==> config.mk <==
export PLATFORM = sky130hd
export DESIGN_NAME = upsize_aw_planner
export DESIGN_NICKNAME = d
export VERILOG_FILES = /design/src/verilog/upsize_pkg.sv /design/src/verilog/upsize_aw_planner.sv
export VERILOG_INCLUDE_DIRS = /design/src /design/src/verilog
export SDC_FILE = /design/constraint.sdc
export NUM_CORES = 1
export LEC_CHECK = 0
export ABC_AREA = 1
export BUFFER_PORTS_ARGS = -buffer_cell sky130_fd_sc_hd__buf_2
export CAP_MARGIN = 20
export CORE_UTILIZATION = 35
export DETAILED_ROUTE_END_ITERATION = 8
export PLACE_DENSITY = 0.62
export SLEW_MARGIN = 20
export SYNTH_ARGS = -nofsm -noshare
export SYNTH_HDL_FRONTEND = slang
export SYNTH_SLANG_ARGS = --single-unit
==> constraint.sdc <==
create_clock -name clk_i -period 4.7 [get_ports clk_i]
set_clock_uncertainty 0.2 [all_clocks]
set_input_delay 0 -clock clk_i [delete_from_list [all_inputs] [get_ports clk_i]]
set_output_delay 0 -clock clk_i [all_outputs]
set_load 0.02 [all_outputs]
==> src/verilog/upsize_cfg.svh <==
`ifndef UPSIZE_CFG_SVH
`define UPSIZE_CFG_SVH

// Bus geometry of the write upsizer

// Byte address width, same on both sides
`define UPS_ADDR_WIDTH 32
// Bytes per beat on the narrow and the wide bus
`define UPS_NARROW_BYTES 4
`define UPS_WIDE_BYTES 8
// Transaction ID width
`define UPS_ID_WIDTH 4

`endif
==> src/verilog/upsize_pkg.sv <==
`include "upsize_cfg.svh"

package upsize_pkg;

  // ----------------------------------------------------------
  // Field types
  // ----------------------------------------------------------
  typedef logic [`UPS_ADDR_WIDTH-1:0]       addr_t;
  typedef logic [7:0]                       len_t;
  typedef logic [2:0]                       size_t;
  typedef logic [1:0]                       burst_t;
  typedef logic [3:0]                       cache_t;
  typedef logic [`UPS_ID_WIDTH-1:0]         id_t;
  typedef logic [1:0]                       resp_t;
  typedef logic [7:0]                       lane_byte_t;
  typedef logic [8*`UPS_NARROW_BYTES-1:0]   narrow_data_t;
  typedef logic [8*`UPS_WIDE_BYTES-1:0]     wide_data_t;
  typedef logic [`UPS_NARROW_BYTES-1:0]     narrow_strb_t;
  typedef logic [`UPS_WIDE_BYTES-1:0]       wide_strb_t;

  // Burst type codes
  localparam burst_t BURST_FIXED = 2'b00;
  localparam burst_t BURST_INCR  = 2'b01;
  localparam burst_t BURST_WRAP  = 2'b10;

  // Bufferable is bit 0, modifiable is bit 1
  localparam int unsigned CACHE_MODIFIABLE_BIT = 1;

  // ----------------------------------------------------------
  // Channel payloads
  // ----------------------------------------------------------
  typedef struct packed {
    id_t    id;
    addr_t  addr;
    len_t   len;
    size_t  size;
    burst_t burst;
    cache_t cache;
  } aw_req_t;

  typedef struct packed {
    narrow_data_t data;
    narrow_strb_t strb;
    logic         last;
  } narrow_w_t;

  typedef struct packed {
    wide_data_t data;
    wide_strb_t strb;
    logic       last;
  } wide_w_t;

  typedef struct packed {
    id_t   id;
    resp_t resp;
  } b_rsp_t;

  // Handed from the address planner to the write sequencer
  typedef struct packed {
    addr_t start_addr;
    len_t  narrow_len;
    size_t narrow_size;
    logic  merge;
  } burst_plan_t;

  typedef enum logic [1:0] {
    IDLE,
    PASS,
    MERGE
  } seq_state_e;

endpackage

==> src/verilog/upsize_aw_planner.sv <==
`timescale 1ns/10ps
`include "upsize_cfg.svh"

module upsize_aw_planner (
  input  logic                    clk_i,
  input  logic                    rst_ni,
  input  upsize_pkg::aw_req_t     in_aw,
  input  logic                    in_aw_valid,
  output logic                    in_aw_ready,
  output upsize_pkg::aw_req_t     out_aw,
  output logic                    out_aw_valid,
  input  logic                    out_aw_ready,
  output upsize_pkg::burst_plan_t plan,
  output logic                    plan_start,
  input  logic                    burst_done
);
  import upsize_pkg::*;

  localparam int unsigned WideShift = $clog2(`UPS_WIDE_BYTES);
  localparam addr_t       WideMask  = addr_t'(`UPS_WIDE_BYTES - 1);

  typedef enum logic [1:0] {
    PLAN_IDLE,
    PLAN_ADDR,
    PLAN_BUSY
  } plan_state_e;

  plan_state_e state_q;
  aw_req_t     aw_q;
  aw_req_t     aw_d;
  burst_plan_t plan_q;
  logic        merge;
  addr_t       size_mask;
  addr_t       addr_first;
  addr_t       addr_last;

  // Mode rule, INCR with modifiable cache gets merged to full wide beats
  always_comb begin
    merge      = in_aw.cache[CACHE_MODIFIABLE_BIT] && (in_aw.burst == BURST_INCR);
    size_mask  = (addr_t'(1) << in_aw.size) - addr_t'(1);
    addr_first = in_aw.addr & ~WideMask;
    // Wide word holding the final narrow beat
    addr_last  = ((in_aw.addr & ~size_mask) + (addr_t'(in_aw.len) << in_aw.size)) & ~WideMask;
    aw_d       = in_aw;
    if (merge) begin
      aw_d.len  = len_t'((addr_last - addr_first) >> WideShift);
      aw_d.size = size_t'(WideShift);
    end
  end

  always_ff @(posedge clk_i or negedge rst_ni) begin
    if (!rst_ni) begin
      state_q <= PLAN_IDLE;
    end else begin
      case (state_q)
        PLAN_IDLE: if (in_aw_valid) state_q <= PLAN_ADDR;
        PLAN_ADDR: if (out_aw_ready) state_q <= PLAN_BUSY;
        PLAN_BUSY: if (burst_done) state_q <= PLAN_IDLE;
        default:   state_q <= PLAN_IDLE;
      endcase
    end
  end

  // Request payload, loaded once per burst
  always_ff @(posedge clk_i) begin
    if (in_aw_valid && in_aw_ready) begin
      aw_q                <= aw_d;
      plan_q.start_addr   <= in_aw.addr;
      plan_q.narrow_len   <= in_aw.len;
      plan_q.narrow_size  <= in_aw.size;
      plan_q.merge        <= merge;
    end
  end

  assign in_aw_ready  = (state_q == PLAN_IDLE);
  assign out_aw       = aw_q;
  assign out_aw_valid = (state_q == PLAN_ADDR);
  assign plan         = plan_q;
  assign plan_start   = out_aw_valid && out_aw_ready;

endmodule

==> reports/metrics.csv <==
stage;metric;value;unit
clocking;CTS Buffer Depth;2;
logic_synthesis;synthesized area per cell;10.4;µm²
sta;Slew Limit Fails;0;
routing;Antenna Nets Post-Route;0;
floorplanning;io pins;158;
logic_synthesis;synthesized net count;420;
place;Place WS;1.01;ns
sta;Fin Setup TNS;0;ns
clocking;CTS tree;built;
routing;Via density;4.53;
clocking;Reg clk slew, reported paths;0.07;ns
run_status;run status;completed;
routing;WL per Instance;13.8;µm
pwr;leakage;2.35;nW
clocking;CTS-repair resized insts;0;
clocking;worst-skew pair later-pin latency;0.34;ns
floorplanning;Core Rows;36;
layout;commonest non-fill, non-tap cell in the layout;buf_2;
clocking;root buf cell;clkbuf_8;
worst_setup_path;CP required;4.59;ns
sta;setup ws final;0.786;ns
logic_synthesis;Mapped Cells;344;
routing;router iterations before antenna repair;4;
place;DP Cell Count;595;
logic_synthesis;Cell Area, Synth;0.00359;mm²
sta;Final Hold Viols;0;
layout;layout cell share with drive strength beyond 1;35.6;%
sta;Setup violations, final;0;
layout;area of the multi-input gates;0.00116;mm²
clocking;number of setup buffers added after CTS;0;
layout;layout net count;607;
clocking;H-tree depth;3;
layout;most frequent cells in the layout;buf_2, nand2_1, edfxtp_1;
place;RePlAce Congestion;0.883;
routing;DR vias;3032;
worst_setup_path;critical-path maximum fanout;18;
min_path;Hold Path Class;in2reg;
worst_setup_path;crit path capture type;flip-flop;
run;Max-Cap Viols;0;
layout;fill count;881;
logic_synthesis;Synth Register Bits;67;
global_route;largest net degree at the start of global routing;39;
sta;Worst-Margin Slew;0.986;ns
floorplanning;Die ar.;0.0107;mm²
worst_setup_path;Reg2Reg Setup Slack;2.24;ns
global_route;Global Route Usage Sum;17.0;%
place;I/O Buffers;157;
logic_synthesis;Yosys warnings;0;
floorplanning;floorplan die height;103;µm
place;DPL Wire Length;6840;µm
sta;final period demand of the worst path;3.91;ns
routing;drt drc;0;
layout;area grow syn2layout;40.9;%
floorplanning;CORE AREA;0.00986;mm²
routing;Post-Route WL;9250;µm
layout;Sequential Area;0.00200;mm²
sta;max_slew headroom;34.1;%
clocking;CTS Buf Count;9;
sta;RSZ-0062 raised after global routing;no;
global_route;first-pass GRT wire length;13400;µm
global_route;grt total ovfl;0;
global_route;initial antenna violation count;0;
layout;Post-Layout Cell Count;669;
routing;DRT iter0 DRCs;135;
pwr;Peak supply drop;0.193;mV
worst_setup_path;critical path launch point type;primary input;
layout;ANT cells;0;
pwr;pwr dens;435;mW/mm²
sta;Max Fclk;0.256;GHz
sta;Tcrit/Tclk final;83.3;%
floorplanning;die width;103;µm
worst_setup_path;Setup CP Type;in2reg;
logic_synthesis;register area share after synthesis;55.7;%
worst_setup_path;Worst EP arrival;3.81;ns
clocking;CTS Sinks;67;
global_route;vias in the first global route;2805;
floorplanning;initial core utilization;36.4;%
clocking;CTS Hold Bufs;58;
sta;WHS;0.0798;ns
logic_synthesis;synth unique cells;37;
[state kept, by name (all words and copies together) (netlist names)]
name	flops
out_aw	21
plan	44
state_q	2
[final cells by class]
type	count	area share, %
Clock inverter	6	1.80
Clock buffer	10	2.52
Inverter	38	2.82
Sequential cell	67	39.5
Multi-Input combinational cell	199	22.9
Timing Repair Buffer	216	27.1
Tap cell	133	3.29
[cell usage after synthesis]
master	instances	area (µm²)
nand2_1	68	255
edfxtp_1	65	1950
inv_1	36	135
buf_4	33	248
nor2_1	22	82.6
o21ai_0	19	95.1
ha_1	17	213
nand3_1	17	85.1
a21oi_1	16	80.1
clkbuf_1	4	15.0
nor2_2	4	25.0
o22ai_1	4	25.0
xnor2_1	4	35.0
xor2_1	4	35.0
buf_6	3	33.8
a21oi_2	2	17.5
a221oi_1	2	17.5
dfrtp_1	2	50.1
inv_2	2	7.51
nor3_1	2	10.0
o21ai_2	2	17.5
a211oi_1	1	7.51
a311oi_1	1	8.76
a31oi_1	1	6.26
and2_1	1	6.26
fa_1	1	20.0
mux2i_1	1	10.0
nand2_2	1	6.26
nand2_4	1	11.3
nand3_2	1	10.0
nand4_1	1	6.26
nor2_4	1	11.3
nor2_8	1	20.0
o2111ai_1	1	8.76
o21bai_1	1	7.51
o21bai_2	1	11.3
or2_2	1	6.26
[critical path, stage by stage]
cell and delay (ns):
dlygate4sd3_1 0.53, buf_2 0.25, nor2_8 0.18, nand2_1 0.08, ha_1 0.28, o21ai_0 0.19, a21oi_1 0.07, ha_1 0.33
a21oi_1 0.25, o21ai_2 0.11, xnor2_1 0.17, ha_1 0.17, inv_1 0.06, fa_1 0.40, nand3_1 0.09, nand3_1 0.09
nand2_1 0.09, nand2_1 0.06, a21oi_1 0.14, nor2_1 0.05, o21ai_0 0.15, nand2_1 0.06
[kinds of logic after synthesis]
kind of cell / after synthesis / synth area share (%)
simple gates: 121 / 14.9
buf+inv: 78 / 12.2
flops: 67 / 55.7
compound gates: 51 / 8.43
fa+ha+maj: 18 / 6.48
xor+xnor: 8 / 1.95
mux: 1 / 0.279
[through the flow]
stage	total power [mW]	utilization [%]	area, µm²
after floorplan	1.47	-	3590
after global routing	2.33	51.3	5060
after detailed placement	1.65	43.2	4260
after global placement	1.64	43.2	4260
final	2.20	51.3	5060
after CTS	2.21	51.3	5060
[per-layer routing]
layer  part of all wire [%]  GRT usage [%]  wire (µm)
met1                     39           18.0       3620
met3                    5.9           3.76        545
met2                     54           32.6       4950
met4                    1.5           6.93        135
met5                      0              0          0
[power breakdown]
group | switching [mW] | internal (mW)
registers | 0.0427 | 0.828
logic | 0.544 | 0.267
clock network | 0.220 | 0.299
total | 0.806 | 1.39
[worst paths after layout]
kind / from / end / depth (start not counted)
min: in_aw_valid / plan[40]$_DFFE_PP_ / 3
min reg2reg: state_q[0]$_DFFE_PN0P_ / state_q[1]$_DFFE_PN0P_ / 3
max in group asynchronous: rst_ni / state_q[0]$_DFFE_PN0P_ / 3
min in group asynchronous: rst_ni / state_q[1]$_DFFE_PN0P_ / 3
max reg2reg: state_q[1]$_DFFE_PN0P_ / out_aw[16]$_DFFE_PP_ / 4
max: in_aw[8] / out_aw[15]$_DFFE_PP_ / 22
No activity file was read; power rests on OpenSTA's default activity.
