## src/verilog/upsize_cfg.svh

```systemverilog
`ifndef UPSIZE_CFG_SVH
`define UPSIZE_CFG_SVH

// Bus geometry of the write upsizer

// Byte address width, same on both sides
`define UPS_ADDR_WIDTH 32
// Bytes per beat on the narrow and the wide bus
`define UPS_NARROW_BYTES 4
`define UPS_WIDE_BYTES 8
// Transaction ID width
`define UPS_ID_WIDTH 4

`endif
```

## src/verilog/upsize_pkg.sv

```systemverilog
`include "upsize_cfg.svh"

package upsize_pkg;

  // ----------------------------------------------------------
  // Field types
  // ----------------------------------------------------------
  typedef logic [`UPS_ADDR_WIDTH-1:0]       addr_t;
  typedef logic [7:0]                       len_t;
  typedef logic [2:0]                       size_t;
  typedef logic [1:0]                       burst_t;
  typedef logic [3:0]                       cache_t;
  typedef logic [`UPS_ID_WIDTH-1:0]         id_t;
  typedef logic [1:0]                       resp_t;
  typedef logic [7:0]                       lane_byte_t;
  typedef logic [8*`UPS_NARROW_BYTES-1:0]   narrow_data_t;
  typedef logic [8*`UPS_WIDE_BYTES-1:0]     wide_data_t;
  typedef logic [`UPS_NARROW_BYTES-1:0]     narrow_strb_t;
  typedef logic [`UPS_WIDE_BYTES-1:0]       wide_strb_t;

  // Burst type codes
  localparam burst_t BURST_FIXED = 2'b00;
  localparam burst_t BURST_INCR  = 2'b01;
  localparam burst_t BURST_WRAP  = 2'b10;

  // Bufferable is bit 0, modifiable is bit 1
  localparam int unsigned CACHE_MODIFIABLE_BIT = 1;

  // ----------------------------------------------------------
  // Channel payloads
  // ----------------------------------------------------------
  typedef struct packed {
    id_t    id;
    addr_t  addr;
    len_t   len;
    size_t  size;
    burst_t burst;
    cache_t cache;
  } aw_req_t;

  typedef struct packed {
    narrow_data_t data;
    narrow_strb_t strb;
    logic         last;
  } narrow_w_t;

  typedef struct packed {
    wide_data_t data;
    wide_strb_t strb;
    logic       last;
  } wide_w_t;

  typedef struct packed {
    id_t   id;
    resp_t resp;
  } b_rsp_t;

  // Handed from the address planner to the write sequencer
  typedef struct packed {
    addr_t start_addr;
    len_t  narrow_len;
    size_t narrow_size;
    logic  merge;
  } burst_plan_t;

  typedef enum logic [1:0] {
    IDLE,
    PASS,
    MERGE
  } seq_state_e;

endpackage

```

## src/verilog/upsize_w_sequencer.sv

```systemverilog
`timescale 1ns/10ps
`include "upsize_cfg.svh"

module upsize_w_sequencer (
  input  logic                    clk_i,
  input  logic                    rst_ni,
  input  upsize_pkg::burst_plan_t plan,
  input  logic                    plan_start,
  input  logic                    in_w_valid,
  input  logic                    in_w_last,
  output logic                    in_w_ready,
  input  logic                    packer_space,
  output logic                    capture,
  output upsize_pkg::addr_t       lane_offset,
  output upsize_pkg::size_t       beat_size,
  output logic                    flush,
  output logic                    flush_last,
  output logic                    burst_done,
  input  logic                    drain
);
  import upsize_pkg::*;

  localparam addr_t WideMask = addr_t'(`UPS_WIDE_BYTES - 1);

  seq_state_e state_q;
  addr_t      addr_q;
  len_t       left_q;
  size_t      size_q;
  logic       tail_q;
  addr_t      size_mask;
  addr_t      addr_next;
  logic       beat_last;
  logic       word_end;

  always_comb begin
    size_mask = (addr_t'(1) << size_q) - addr_t'(1);
    addr_next = (addr_q & ~size_mask) + (addr_t'(1) << size_q);
    beat_last = (left_q == '0) || in_w_last;
    // Next narrow beat lands in another wide word
    word_end  = (addr_next & ~WideMask) != (addr_q & ~WideMask);
  end

  // Stop taking beats once the last one sits in the packer
  assign in_w_ready  = (state_q != IDLE) && !tail_q && packer_space;
  assign capture     = in_w_valid && in_w_ready;
  assign lane_offset = addr_q;
  assign beat_size   = size_q;
  assign flush       = capture && ((state_q == PASS) || beat_last || word_end);
  assign flush_last  = capture && beat_last;
  assign burst_done  = tail_q && drain;

  always_ff @(posedge clk_i or negedge rst_ni) begin
    if (!rst_ni) begin
      state_q <= IDLE;
      addr_q  <= '0;
      left_q  <= '0;
      size_q  <= '0;
      tail_q  <= 1'b0;
    end else begin
      if (plan_start) begin
        state_q <= plan.merge ? MERGE : PASS;
        addr_q  <= plan.start_addr;
        left_q  <= plan.narrow_len;
        size_q  <= plan.narrow_size;
      end
      if (capture) begin
        addr_q <= addr_next;
        left_q <= left_q - len_t'(1);
        if (beat_last) tail_q <= 1'b1;
      end
      if (burst_done) begin
        state_q <= IDLE;
        tail_q  <= 1'b0;
      end
    end
  end

endmodule

```

## config.mk

```make
export PLATFORM = sky130hd
export DESIGN_NAME = upsize_w_sequencer
export DESIGN_NICKNAME = d
export VERILOG_FILES = /design/src/verilog/upsize_pkg.sv /design/src/verilog/upsize_w_sequencer.sv
export VERILOG_INCLUDE_DIRS = /design/src /design/src/verilog
export SDC_FILE = /design/constraint.sdc
export NUM_CORES = 1
export LEC_CHECK = 0
export BUFFER_PORTS_ARGS = -buffer_cell sky130_fd_sc_hd__buf_2
export CAP_MARGIN = 20
export CORE_ASPECT_RATIO = 0.5
export CORE_MARGIN = 2
export CORE_UTILIZATION = 55
export DETAILED_ROUTE_END_ITERATION = 7
export PLACE_DENSITY_LB_ADDON = 0.1
export SLEW_MARGIN = 40
export SYNTH_ARGS = -nofsm -noshare
export SYNTH_HDL_FRONTEND = slang
export SYNTH_SLANG_ARGS = --single-unit
export TNS_END_PERCENT = 20
```

## constraint.sdc

```tcl
create_clock -name clk_i -period 4.84 [get_ports clk_i]
set_input_delay 0.726 -clock clk_i [delete_from_list [all_inputs] [get_ports clk_i]]
set_output_delay 0.726 -clock clk_i [all_outputs]
set_load 0.01 [all_outputs]
```

==> impl_metrics.toml <==
[sta]
max_freq_ghz = 0.213
worstMarginPinSlew_ns = 0.750
hold_violations = 0
slew_headroom_pct = 49.6
hold-worst-slack_ns = 0.442
maxSlewViolCount = 0
period_share_pct = 96.8
fin_crit_ns = 4.68
clock_skew_ns = 0.00512
setup_viol = 0

[clocking]
cts_sinks = 46
cts_tree = "done"
path_clk_slew_ns = 0.07
htreeDepth = 2
cts-root-buf = "clkbuf_16"
insertion_delay_ns = 0.30
cts_inserted_buffers = 5
clockBufferDepth = 2
cts_setup_buffers = 0

[critical_path]
cp.arrival_ns = 3.96
path_delay_family = "simple AND/OR/NAND/NOR gates"
crit_fanout = 18
path_class = "flip-flop to output pin"
crit_buf_inv = 1
required_ns = 4.11
startpoint_type = "flip-flop"
cp_cell_sequence = "or3_1 -> ha_1 -> nand2b_1 -> o31ai_1 -> o22ai_2 -> or4_4 -> a2111o_1 -> o211a_1 -> and4_4 -> a41oi_2 -> buf_2"
cpMaxStageDelayCell = "or4_4"
cp-end-kind = "output pin"
cpPeakStageDelay_ns = 0.58

[finish]
design_area_mm2 = 0.00469
num_antenna_cells = 0
drive_above_1_share_pct = 23.4
num-fill-cells = 614
layout.nets = 646
syn_to_final_growth_pct = 18.4
fin_cells = 681

[logic_synthesis]
synth_cells = 507
seq_area_frac_synth_pct = 29.1
async_reset_ff_share_pct = 100
synthTopCellsByArea = "dfrtp_1 (29%), nand2_1 (5.7%), a21oi_1 (5.1%), o21ai_0 (4.9%), nor2_1 (4.1%)"
synth_top_cell_area_share_pct = 29.1
synth_edf_count = 0
synth_top_cell_by_area = "dfrtp_1"
synth_nets = 565
avgSynthCellArea_um2 = 7.81
syn_area_mm2 = 0.00396
ys_warn_count = 0
synth_ff_type = "dfrtp_1"
ys_ff_latch = 46
synth_cell_types = 78

[place]
dpl-instance-area_mm2 = 0.00451
dp.cells = 673
port_buffers = 90
routabilityCongestion = 1.02
hpwl_um = 9220

[die]
rows = 21
io_pins = 91
start_util_pct = 58.0
die-area_mm2 = 0.00794
core_mm2 = 0.00683
chipHeight_um = 64.0
die_width_um = 124

[power]
switching_share_pct = 43.0
clockPowerShare_pct = 21.5
total_power_w = 0.00171
combPwrFrac_pct = 41.5
p_seq_share_pct = 36.9
p_per_area_mw_per_mm2 = 365
p_int_w = 0.000976
power.leakage_nw = 2.11
power_switching_w = 0.000735
peakVddDrop_uv = 174

[routing]
ant_nets = 0
initialDrtViolationCount = 385
via_per_inst = 6.44
vias = 4383
first_pass_iters = 5
drt-wirelength-per-cell_um = 18.7
drc = 0
routed_wl_um = 12700

[global_routing]
grt_max_degree = 47
grt_usage_pct = 32.5
grt_pass1_wl_um = 19700
grt_overflow = 0
grt_pass1_vias = 3967
antenna_found_initial = 0

[flow_run]
drv_cap = 0

[hold_path]
hold_path_class = "input pin to async pin"

[run_status]
status = "finished clean"
[cells in the mapped netlist (4+ instances only)]
cell,n
nor2_1,43
a21oi_1,40
nand3_1,11
nand2b_1,6
mux2i_1,10
o22ai_1,5
o21ai_0,39
nand2_1,60
dfrtp_1,46
a211oi_1,11
nor2b_1,5
nor3_1,18
a21o_1,7
nor3b_1,5
nor4_1,6
ha_1,7
o21ai_1,4
and4_1,5
mux2_2,5
a22oi_1,5
and3_1,9
a2111oi_0,4
clkbuf_1,21
o211ai_1,4
o31ai_1,4
nand4_1,5
a221o_1,9
inv_1,23
and2_1,7
xnor2_1,9
o211a_1,8
[state kept, by name, summed over array words and instances, names as in the netlist]
name	cells
lane_offset	32
left_q	8
beat_size	3
state_q	2
tail_q	1
[area by class of cell]
type / instances / area [µm²] / area share (%)
Clock buffer: 6 / 139 / 2.96
Clock inverter: 2 / 12.5 / 0.267
Inverter: 23 / 86.3 / 1.84
Multi-Input combinational cell: 410 / 2640 / 56.2
Sequential cell: 46 / 1150 / 24.6
Tap cell: 92 / 115 / 2.46
Timing Repair Buffer: 102 / 547 / 11.7
[placed cells by master, fill, tap and decap left out, types with 8 or more instances in the layout]
| cell type | count |
|---|---|
| nor3_1 | 18 |
| a211oi_1 | 11 |
| buf_4 | 12 |
| inv_1 | 23 |
| and3_1 | 9 |
| nand2_1 | 60 |
| buf_2 | 89 |
| o21ai_0 | 39 |
| o211a_1 | 8 |
| xnor2_1 | 9 |
| nor2_1 | 42 |
| dfrtp_1 | 44 |
| nand3_1 | 11 |
| mux2i_1 | 10 |
| a21oi_1 | 39 |
| a221o_1 | 9 |
[worst paths after layout]
check	startpoint	to	slack, ns	depth (start not counted)
setup / recovery	beat_size[2]$_DFFE_PN0P_	flush	0.16	11
hold reg to reg	tail_q$_DFFE_PN0P_	tail_q$_DFFE_PN0P_	0.53	2
min in group clk_i	tail_q$_DFFE_PN0P_	tail_q$_DFFE_PN0P_	0.53	2
max in group asynchronous	rst_ni	beat_size[2]$_DFFE_PN0P_	3.96	1
hold / removal	rst_ni	state_q[0]$_DFFE_PN0P_	0.44	1
setup reg to reg	beat_size[2]$_DFFE_PN0P_	lane_offset[30]$_DFFE_PN0P_	1.13	10
[cell families (layout without fill, tap and decap cells)]
family | Yosys count | after routing | synth area share, %
AOI/OAI and AO/OA | 175 | 175 | 30.7
xor gates and xnor gates | 12 | 12 | 2.65
adders and majority gates | 7 | 7 | 2.21
buffers and inverters | 51 | 133 | 5.09
DFF | 46 | 46 | 29.1
muxes | 16 | 16 | 4.52
and+or+nand+nor | 200 | 200 | 25.8
[power by group through the flow]
stage / Sequential (W) / Combinational (W) / Clock (W)
floorplan: 0.000607 / 0.000456 / 0
global placement: 0.000627 / 0.000680 / 0
detailed placement: 0.000629 / 0.000691 / 0
CTS: 0.000622 / 0.000696 / 0.000367
global route: 0.000646 / 0.000776 / 0.000388
finish: 0.000631 / 0.000711 / 0.000368
[stage by stage]
step / util (%) / setup TNS (ns) / setup WS (ns)
6_report: 68.6 / 0 / 0.156
5_1_grt: 68.6 / -0.00181 / -0.00181
4_1_cts: 68.2 / 0 / 0.0459
3_5_place_dp: 66.0 / 0 / 0.371
3_3_place_gp: 65.8 / 0 / 0.432
2_1_floorplan: - / 0 / 0.393
[timing repair]
item                                    in CTS  in global routing
hold buffers                                 0                  0
gates resized for setup                      0                  7
endpoints found under the setup margin       0                  1
[metal layers]
| metal | vias up | wire, µm | global-route usage, % |
|---|---|---|---|
| met3 | 30 | 1540 | 8.93 |
| met4 | 0 | 261 | 8.29 |
| met5 | - | 0 | 0 |
| met1 | 2026 | 5640 | 45.9 |
| met2 | 260 | 5300 | 49.0 |
| li1 | 2067 | - | - |
No activity file was read; power rests on OpenSTA's default activity.
