$ cat src/verilog/upsize_cfg.svh
`ifndef UPSIZE_CFG_SVH
`define UPSIZE_CFG_SVH

// Bus geometry of the write upsizer

// Byte address width, same on both sides
`define UPS_ADDR_WIDTH 32
// Bytes per beat on the narrow and the wide bus
`define UPS_NARROW_BYTES 4
`define UPS_WIDE_BYTES 8
// Transaction ID width
`define UPS_ID_WIDTH 4

`endif
$ cat src/verilog/upsize_pkg.sv
`include "upsize_cfg.svh"

package upsize_pkg;

  // ----------------------------------------------------------
  // Field types
  // ----------------------------------------------------------
  typedef logic [`UPS_ADDR_WIDTH-1:0]       addr_t;
  typedef logic [7:0]                       len_t;
  typedef logic [2:0]                       size_t;
  typedef logic [1:0]                       burst_t;
  typedef logic [3:0]                       cache_t;
  typedef logic [`UPS_ID_WIDTH-1:0]         id_t;
  typedef logic [1:0]                       resp_t;
  typedef logic [7:0]                       lane_byte_t;
  typedef logic [8*`UPS_NARROW_BYTES-1:0]   narrow_data_t;
  typedef logic [8*`UPS_WIDE_BYTES-1:0]     wide_data_t;
  typedef logic [`UPS_NARROW_BYTES-1:0]     narrow_strb_t;
  typedef logic [`UPS_WIDE_BYTES-1:0]       wide_strb_t;

  // Burst type codes
  localparam burst_t BURST_FIXED = 2'b00;
  localparam burst_t BURST_INCR  = 2'b01;
  localparam burst_t BURST_WRAP  = 2'b10;

  // Bufferable is bit 0, modifiable is bit 1
  localparam int unsigned CACHE_MODIFIABLE_BIT = 1;

  // ----------------------------------------------------------
  // Channel payloads
  // ----------------------------------------------------------
  typedef struct packed {
    id_t    id;
    addr_t  addr;
    len_t   len;
    size_t  size;
    burst_t burst;
    cache_t cache;
  } aw_req_t;

  typedef struct packed {
    narrow_data_t data;
    narrow_strb_t strb;
    logic         last;
  } narrow_w_t;

  typedef struct packed {
    wide_data_t data;
    wide_strb_t strb;
    logic       last;
  } wide_w_t;

  typedef struct packed {
    id_t   id;
    resp_t resp;
  } b_rsp_t;

  // Handed from the address planner to the write sequencer
  typedef struct packed {
    addr_t start_addr;
    len_t  narrow_len;
    size_t narrow_size;
    logic  merge;
  } burst_plan_t;

  typedef enum logic [1:0] {
    IDLE,
    PASS,
    MERGE
  } seq_state_e;

endpackage

$ cat src/verilog/upsize_byte_lane.sv
`timescale 1ns/10ps
`include "upsize_cfg.svh"

module upsize_byte_lane #(
  parameter int LANE_INDEX = 0
) (
  input  logic                     clk_i,
  input  logic                     rst_ni,
  input  logic                     capture,
  input  logic                     drain,
  input  upsize_pkg::addr_t        lane_offset,
  input  upsize_pkg::size_t        beat_size,
  input  upsize_pkg::narrow_data_t narrow_data,
  input  upsize_pkg::narrow_strb_t narrow_strb,
  output upsize_pkg::lane_byte_t   lane_byte,
  output logic                     lane_strb
);

  localparam int WideOffW   = $clog2(`UPS_WIDE_BYTES);
  localparam int NarrowOffW = $clog2(`UPS_NARROW_BYTES);

  int                    wide_off;
  int                    narrow_off;
  int                    src_idx;
  logic [NarrowOffW-1:0] src_byte;
  logic                  selected;

  // Steering: lane inside the size window, source shifted by narrow offset
  always_comb begin
    wide_off   = int'(lane_offset[WideOffW-1:0]);
    narrow_off = int'(lane_offset[NarrowOffW-1:0]);
    src_idx    = LANE_INDEX + narrow_off - wide_off;
    src_byte   = src_idx[NarrowOffW-1:0];
    selected   = (LANE_INDEX >= wide_off) &&
                 (LANE_INDEX - wide_off < (1 << beat_size)) &&
                 (src_idx < `UPS_NARROW_BYTES);
  end

  always_ff @(posedge clk_i) begin
    if (capture && selected) lane_byte <= narrow_data[8*src_byte +: 8];
  end

  // A new capture overrides the clear from a drain
  always_ff @(posedge clk_i or negedge rst_ni) begin
    if (!rst_ni) begin
      lane_strb <= 1'b0;
    end else if (capture && selected) begin
      lane_strb <= narrow_strb[src_byte];
    end else if (drain) begin
      lane_strb <= 1'b0;
    end
  end

endmodule

$ cat config.mk
export PLATFORM = sky130hd
export DESIGN_NAME = upsize_byte_lane
export DESIGN_NICKNAME = d
export VERILOG_FILES = /design/src/verilog/upsize_pkg.sv /design/src/verilog/upsize_byte_lane.sv
export VERILOG_INCLUDE_DIRS = /design/src /design/src/verilog
export SDC_FILE = /design/constraint.sdc
export NUM_CORES = 1
export LEC_CHECK = 0
export BUFFER_PORTS_ARGS = -buffer_cell sky130_fd_sc_hd__buf_2
export CAP_MARGIN = 20
export CORE_ASPECT_RATIO = 1.4
export CORE_MARGIN = 3
export CORE_UTILIZATION = 26
export DETAILED_ROUTE_END_ITERATION = 10
export GPL_ROUTABILITY_DRIVEN = 0
export PLACE_DENSITY = 0.74
export SYNTH_ARGS = -nofsm -noshare
export SYNTH_HDL_FRONTEND = slang
export SYNTH_SLANG_ARGS = --single-unit
$ cat constraint.sdc
create_clock -name clk_i -period 0.87 [get_ports clk_i]
set_input_delay 0 -clock clk_i [delete_from_list [all_inputs] [get_ports clk_i]]
set_output_delay 0 -clock clk_i [all_outputs]
set_load 0.03 [all_outputs]
==> results.md, run 1 <==
* Row cnt at 19
* Max VDD drop at 0.000387 V
* Sequential area share after synthesis at 46.1%
* DPL Wire Length at 1070 um
* Critical path type: input port to flip-flop
* Detailed Routing Iterations Pass 1 at 4
* Post CTS Setup Buffer Count at 0
* Final-report max-slew violation count at 0
* Per-cell routed wire length at 12.1 um
* RSZ-0062 raised after global routing: true
* Status: finished, violations left
* Max H-tree Level at 1
* Crit start category: input port
* Clk_lat worst skew at 0.25 ns
* Post-synth EDFFs at 8
* Seq cells post-synth at 9
* Layout Cells excl Fill at 114
* Ys Warns at 0
* Vias post-DR at 547
* Crit. End Element: flip-flop
* TritonCTS clock tree: yes
* Place WS at -1.07 ns
* HP Class: input port to asynchronous set/reset pin
* Most frequent cell after synthesis: ha_1
* Post-Syn Area at 576 um^2
* Port bufs at 27
* Synth Net Count at 128
* Worst Tran Pin Value at 0.388 ns
* Minimum clock period at 1.59 ns
* Syn-to-layout area delta at 75.4%
* Inst Count DP at 100
* Final setup viols at 9
* Maxcap violations at 0
* R2r endpoint: lane_strb
* Cell accounting for the most synthesized area: edfxtp_1
* Setup slack, reg-to-reg at -0.02 ns
* Tot GR Track Use at 11.1%
* Setup ws final at -0.725 ns
* Avg Synthesized Cell Area at 13.1 um^2
* Initial Util at 28.5%
* Share of post-route cells with drive strength above 1 at 57.0%
* Final Hold Slack at 0.0520 ns
* LEAKAGE at 0.410 nW
* Diode count at 0
* Die Wd at 45.8 um
* Io pins at 84
* Worst reg2reg startpoint: lane_strb
* Worst Setup SP: lane_offset[1]
* Final core occ at 50.0%
* Netlist cell types at 21
* Final wirelength at 1380 um
* Reg clk slew, reported paths at 0.05 ns
* Total CTS buffers at 3
* FMAX at 627 MHz
* Top post-synthesis cells by area: edfxtp_1 42%, ha_1 20%, dfrtp_1 4.3%
* DIE HEIGHT at 61.7 um
* Period utilisation layout at 183%
* Clock root buffer: clkbuf_4
* First-pass GRT wire length at 2300 um
* Arrival time worst endpoint at 1.73 ns
* Largest net degree at the start of global routing at 9
* Final ANT Viol Nets at 0
* Final hold violations at 0
* Die area at 0.00282 mm^2
* Worst Path Max Fanout at 2
* Gr ovfl total at 0
* Failing checks: setup timing
* R2R cell count at 2
* Pwr dens at 1090 mW/mm^2
* FILL cells at 173
* Vias in the first global route at 588
* Cells after synthesis at 44
* Post-synth top cells: 9 x ha_1, 8 x edfxtp_1, 3 x nand3b_1, 3 x nor2_1
* Vias per cell at 4.80
* Post-synth ARST share at 11.1%
* Slew margin rel. at 73.8%
* Initial antenna violation count at 0
* Req. time, crit path at 1.00 ns
* CTS sink cnt at 9
* Dominant synthesized flop cell: edfxtp_1
* Iteration-0 DRC Markers at 11
* DR DRC count at 0
* CP Capture Point: lane_strb
* Setup Skew at 0 ns
* Floorplan Core Area at 0.00202 mm^2
* Synth top area share at 41.7%
* CTS max path bufs at 2
* Nets@finish at 178
-- cells in the final DEF (no fill, tap or decap), types with 3 or more instances in the layout --
master	netlist	routed
buf_2	0	26
buf_4	0	7
clkbuf_4	0	3
dlygate4sd3_1	0	10
edfxtp_1	8	8
ha_1	9	5
ha_4	0	3
nand3b_1	3	3
-- cell type report --
| cell class | instances | area, um^2 | share of cell area, % |
|---|---|---|---|
| Tap cell | 21 | 26.3 | 2.60 |
| Timing Repair Buffer | 45 | 305 | 30.2 |
| Sequential cell | 9 | 265 | 26.3 |
| Multi-Input combinational cell | 32 | 370 | 36.7 |
| Inverter | 3 | 16.3 | 1.61 |
| Clock buffer | 4 | 26.3 | 2.60 |
-- how the worst min path moves through the flow --
stage / end / cells after the start
6_report: lane_strb / 2
5_1_grt: lane_strb / 2
4_1_cts: lane_strb / 2
3_5_place_dp: lane_strb / 1
3_3_place_gp: lane_strb / 1
2_1_floorplan: lane_strb / 0
-- power breakdown --
| group | switching [W] | internal (W) | total (W) |
|---|---|---|---|
| Sequential | 0.00000303 | 0.000485 | 0.000488 |
| Combinational | 0.000146 | 0.000168 | 0.000314 |
| Clock | 0.000123 | 0.000175 | 0.000298 |
-- cell families after synthesis --
group	share of synthesized area (%)
buf+inv	1.96
compound gates	11.7
flops	46.1
mux	2.61
fa+ha+maj	19.6
simple gates	18.0
-- repair_timing --
action,4_1_cts,5_1_grt
pin swaps,2,0
endpoints found under the setup margin,9,9
hold buffers,10,0
resized for setup,5,0
hold endpoints to repair,10,0
-- worst max-delay path: stages --
cell	delay [ns]
buf_6	0.07
clkinvlp_4	0.11
ha_4	0.18
ha_4	0.24
ha_4	0.26
o21a_1	0.12
nor2_2	0.05
a2111oi_4	0.32
nor3_4	0.07
mux2_4	0.30
-- registers in the layout, summed over array words and instances, names as in the netlist --
register and flops:
lane_strb 1, lane_byte 8
-- stage by stage --
stage | total power, W | TNS [ns] | area, um^2
4_1_cts | 0.00112 | -6.31 | 1010
6_report | 0.00110 | -6.40 | 1010
3_3_place_gp | 0.000747 | -9.26 | 853
5_1_grt | 0.00118 | -6.98 | 1010
3_5_place_dp | 0.000759 | -9.66 | 853
2_1_floorplan | 0.000645 | -7.78 | 632
-- routing by layer --
| layer | global-route usage (%) | wire [um] |
|---|---|---|
| met2 | 24.0 | 735 |
| met3 | 1.17 | 157 |
| met5 | 0 | 0 |
| met1 | 9.29 | 480 |
| met4 | 4.88 | 5 |
No activity file was read; power rests on OpenSTA's default activity.
==> inputs of run 2 (changes only) <==
Settings changed: PLACE_DENSITY 0.74 to 0.82.
==> run 2 against run 1 <==
Compared with the run above:
- the flow still finishes with violations (setup timing)
- global-route usage is 0.12 points higher
- worst setup slack better by 0.022 ns
- count of clock-buffer cells in the layout stayed put
- routed wire length is 12% higher
- power is 4.5% higher
- critical path depth is 2 lower
- worst hold slack worse by 0.0015 ns
- non-clock buffer count is 3 higher
- first-iteration DRC count is 64% lower
- design area is 10% higher
- die area stayed put
- combinational power is 13% higher
- critical endpoint unchanged
- largest cell class unchanged
- highest routed layer unchanged
==> results.md, run 2 (synthesis gave the netlist of run 1 again) <==
* Critical Path Max Stage Delay at 0.40 ns
* Commonest non-fill, non-tap cell in the layout: buf_2
* Final-report max-slew violation count at 0
* Max VDD drop at 0.000377 V
* Sw Pwr at 0.000291 W
* Final setup viols at 9
* Final core occ at 55.2%
* Maxcap violations at 0
* Vias per cell at 4.75
* Final Hold Slack at 0.0505 ns
* LEAKAGE at 0.445 nW
* Biggest register: lane_byte
* Initial antenna violation count at 0
* Arrival time worst endpoint at 1.71 ns
* Crit path cell chain: buf_8, or3b_4, ha_4, a211o_1, a21oi_2, nor2_2, nor3_4, mux2_4
* Clock root buffer: clkbuf_4
* Worst reg2reg startpoint: lane_strb
* Commonest cells after routing, fill and taps aside: 22 x buf_2, 10 x dlygate4sd3_1, 8 x edfxtp_1, 8 x buf_4
* Reg clk slew, reported paths at 0.06 ns
* Pwr dens at 1030 mW/mm^2
* Diode count at 0
* Worst Tran Pin Value at 0.410 ns
* Syn-to-layout area delta at 93.7%
* Layout Cells excl Fill at 117
* Io pins at 84
* Logic pwr share at 30.9%
* Internal at 0.000859 W
* Setup TNS at -6.29 ns
* DPL Wire Length at 1110 um
* DIE HEIGHT at 61.7 um
* TritonCTS clock tree: yes
* Worst Setup SP: beat_size[1]
* Die area at 0.00282 mm^2
* Worst Path Max Fanout at 3
* Port bufs at 27
* Clk_lat worst skew at 0.25 ns
* Minimum clock period at 1.57 ns
* Crit. End Element: flip-flop
* Max H-tree Level at 1
* Area of the multi-input gates at 412 um^2
* Final wirelength at 1540 um
* Vias post-DR at 556
* Final ANT Viol Nets at 0
* Slew margin rel. at 72.4%
* Row cnt at 19
* Crit start category: input port
* Failing checks: setup timing
* HP Class: input port to asynchronous set/reset pin
* CTS max path bufs at 2
* Max reg flops at 8
* Per-cell routed wire length at 13.2 um
* Critical path type: input port to flip-flop
* Critical path's slowest cell: or3b_4
* RSZ-0062 raised after global routing: true
* Seq pwr share at 42.6%
* Clk pwr share at 26.5%
* FF/Latch Area at 265 um^2
* Detailed Routing Iterations Pass 1 at 4
* First-pass GRT wire length at 2240 um
* Status: finished, violations left
* Initial Util at 28.5%
* Final hold violations at 0
* Top flop regs: lane_byte: 8 flops, lane_strb: 1 flops
* Total CTS buffers at 3
* Req. time, crit path at 1.01 ns
* Power, Total at 0.00115 W
* Period utilisation layout at 181%
* CTS sink cnt at 9
* Gr ovfl total at 0
* FMAX at 636 MHz
* Setup Skew at 0 ns
* Tot GR Track Use at 11.2%
* Inst Count DP at 100
* Iteration-0 DRC Markers at 4
* Setup ws final at -0.703 ns
* Switch share at 25.3%
* Vias in the first global route at 556
* Floorplan Core Area at 0.00202 mm^2
* Nets@finish at 181
* Share of post-route cells with drive strength above 1 at 63.5%
* FILL cells at 153
* Die Wd at 45.8 um
* DR DRC count at 0
* Largest net degree at the start of global routing at 8
## run 2: cell count changes in the layout (fill, tap and decap cells not counted), moves of 2 or more
cell	before	now
buf_6	2	6
buf_8	0	2
ha_4	3	6
ha_1	5	3
buf_2	26	22
## run 2: path summary, 6_finish.rpt
path / to / slack (ns) / cells past startpoint
min in group clk_i: lane_strb / 0.14 / 3
min reg2reg: lane_strb / 0.66 / 2
max in group asynchronous: lane_strb / 0.74 / 2
max: lane_strb / -0.70 / 8
min: lane_strb / 0.05 / 2
max reg2reg: lane_strb / -0.01 / 2
## run 2: timing repair
| item | CTS | global route |
|---|---|---|
| endpoints found under the setup margin | 9 | 10 |
| resized for setup | 20 | 4 |
| hold endpoints to repair | 10 | 0 |
| hold buffers | 10 | 0 |
| setup buffers | 0 | 3 |
| pin swaps | 11 | 7 |
## run 2: final cells by class
class                      count  area share (%)
timing repair buffer          48            33.0
clock buffer                   4            2.36
tap                           21            2.36
inverter                       3            1.57
sequential                     9            23.8
multi-input combinational     32            36.9
## run 2: per-layer routing
layer  share of wire [%]  vias up  GRT usage, %
met2                  55       23          22.2
met1                  38      254          10.9
met3                 6.9        2          1.75
met5                   0        -             0
met4                0.78        0          4.88
li1                    -      277             -
## run 2: power by group through the flow
stage	logic [W]	clock network [W]	registers [W]
floorplan	0.000120	0	0.000524
global placement	0.000249	0	0.000497
detailed placement	0.000263	0	0.000497
CTS	0.000348	0.000315	0.000489
global route	0.000388	0.000342	0.000490
finish	0.000355	0.000304	0.000490
## run 2: per-stage QoR
stage,area [um^2],setup WS [ns]
finish,1110,-0.703
global route,1110,-0.767
CTS,1080,-0.720
detailed placement,853,-1.06
global placement,853,-1.05
floorplan,632,-0.956
## run 2: critical path: cells and delay by family
family | cells | cell delay (ns)
buf+inv | 1 | 0.10
fa+ha+maj | 1 | 0.16
simple gates | 3 | 0.72
mux | 1 | 0.32
compound gates | 2 | 0.42
==> inputs of run 3 (changes only) <==
Settings changed: CELL_PAD_IN_SITES_DETAIL_PLACEMENT set to 1, CELL_PAD_IN_SITES_GLOBAL_PLACEMENT set to 2, CORE_UTILIZATION 26 to 12, MAX_ROUTING_LAYER set to met4, PLACE_DENSITY 0.82 to 0.8, RECOVER_POWER set to 100.
==> run 3 against run 2 <==
Compared with the run above:
- the run still ends with setup timing left
- worst hold slack worse by 0.038 ns
- die area up 100%
- count of clock-buffer cells in the layout unchanged
- clock power up 55%
- global-route usage down 4.2 points
- worst setup slack worse by 0.14 ns
- critical path depth up 3
- combinational power up 3%
- non-clock buffer count up 1
- via count up 2.2%
- register-to-register slack about the same
==> results.md, run 3 (synthesis gave the netlist of run 1 again) <==
* Status: finished, violations left
* Failing checks: setup timing
* HP Class: input port to flip-flop
* Place WS at -1.19 ns
* Worst Path Max Fanout at 5
* Critical Path Max Stage Delay at 0.29 ns
* Setup slack, reg-to-reg at -0.01 ns
* Maxcap violations at 0
* Commonest cells after routing, fill and taps aside: 14 x buf_2, 10 x buf_4, 10 x clkbuf_2
* R2r endpoint: lane_strb
* Most used cell, CP: ha_4
* Clock root buffer: clkbuf_8
* Nets@finish at 182
* Crit start category: input port
* Crit path cell chain: buf_8, clkinvlp_4, ha_4, ha_4, ha_4, o21a_1, nor2_2, a2111oi_4, nor3_4, buf_12, mux2_4
* CTS max path bufs at 2
* CTS sink cnt at 9
* Diode count at 0
* Max reg flops at 8
* Commonest non-fill, non-tap cell in the layout: buf_2
* TritonCTS clock tree: yes
* Slew margin rel. at 72.0%
* Minimum clock period at 1.71 ns
* Detailed Routing Iterations Pass 1 at 4
* Row cnt at 29
* Reg clk slew, reported paths at 0.04 ns
* Tot GR Track Use at 6.94%
* Floorplan Core Area at 0.00457 mm^2
* Vias per cell at 3.57
* Worst reg2reg startpoint: lane_strb
* Critical path's slowest cell: mux2_4
* Req. time, crit path at 0.98 ns
* Clk_lat worst skew at 0.23 ns
* Die Wd at 64.5 um
* Syn-to-layout area delta at 107%
* Gr ovfl total at 0
* First-pass GRT wire length at 2850 um
* Initial antenna violation count at 0
* Critical path's top delay family: adder cells
* Final-report max-slew violation count at 0
* Top flop regs: lane_byte: 8 flops, lane_strb: 1 flops
* Arrival time worst endpoint at 1.82 ns
* Final Hold Slack at 0.0125 ns
* Vias in the first global route at 634
* Biggest register: lane_byte
* FILL cells at 526
* Share of post-route cells with drive strength above 1 at 63.9%
* Per-cell routed wire length at 12.0 um
* Final setup viols at 9
* Total CTS buffers at 3
* Port bufs at 27
* DIE HEIGHT at 87.9 um
* Worst Setup SP: lane_offset[1]
* R2R cell count at 2
* Final hold violations at 0
* Vias post-DR at 568
* Die area at 0.00568 mm^2
* Initial Util at 12.6%
* FMAX at 583 MHz
* Iteration-0 DRC Markers at 17
* DR DRC count at 0
* Max VDD drop at 0.000510 V
* Hold depth at 2
* Min-Delay Startpoint: narrow_strb[0]
* Setup TNS at -7.13 ns
* Final ANT Viol Nets at 0
* DPL Wire Length at 1340 um
* Pwr dens at 1110 mW/mm^2
* Setup ws final at -0.844 ns
* Worst Tran Pin Value at 0.416 ns
* Max H-tree Level at 1
* Crit. End Element: flip-flop
* Final wirelength at 1910 um
* Io pins at 84
* WP buf/inv at 3
* Period utilisation layout at 197%
* Setup Skew at 0 ns
* LEAKAGE at 0.452 nW
* Largest net degree at the start of global routing at 6
* RSZ-0062 raised after global routing: true
* Hold Path End: lane_strb
* Critical path type: input port to flip-flop
[run 3: per-stage QoR]
stage          area, um^2  instances  total power, W  util, %
6_report             1190        159         0.00133     26.0
5_1_grt              1190        159         0.00140     26.0
4_1_cts              1200        160         0.00134     26.4
3_5_place_dp          917        141        0.000772     20.1
3_3_place_gp          917        141        0.000755     20.1
2_1_floorplan         632         44        0.000645        -
[run 3: worst register-to-register path, stage by stage (launching register included)]
cell and delay, ns:
dfrtp_1 0.37, nor2b_1 0.13, mux2_4 0.26
[run 3: layer usage]
layer  GRT usage [%]  wire, um  part of all wire [%]  up-vias
li1                -         -                     -      276
met1            6.15       672                    35      277
met2            14.4      1200                    63       15
met3           0.770        42                   2.2        0
met4            2.88         0                     0        0
met5               -         0                     0        -
[run 3: what timing repair did]
item	4_1_cts	5_1_grt
cloned	1	0
buffers inserted	5	1
gates resized for setup	15	3
setup endpoints to repair	9	9
pin swaps	10	2
endpoints found under the hold margin	9	0
hold buffers	9	0
[run 3: cell type report]
type | instances | area (um^2) | share of cell area, %
multi-input cells | 32 | 424 | 35.6
inverters | 3 | 20.0 | 1.68
well taps | 62 | 77.6 | 6.52
clock buffers | 4 | 45.0 | 3.79
repair buffers | 49 | 358 | 30.1
flip-flops and latches | 9 | 265 | 22.3
[run 3: worst max path at each step]
| stage | to | slack, ns | depth (start not counted) |
|---|---|---|---|
| after floorplan | lane_strb | -0.96 | 9 |
| after detailed placement | lane_strb | -1.19 | 11 |
| after CTS | lane_strb | -0.88 | 11 |
| final | lane_strb | -0.84 | 11 |
| after global routing | lane_strb | -0.90 | 11 |
| after global placement | lane_strb | -1.15 | 11 |
[run 3: power breakdown]
part	internal [W]	leakage [nW]	switching, W	total (W)
sequential	0.000487	0.0864	0.00000372	0.000491
combinational	0.000194	0.342	0.000170	0.000364
clock	0.000318	0.0228	0.000153	0.000472
total	0.000999	0.452	0.000327	0.00133
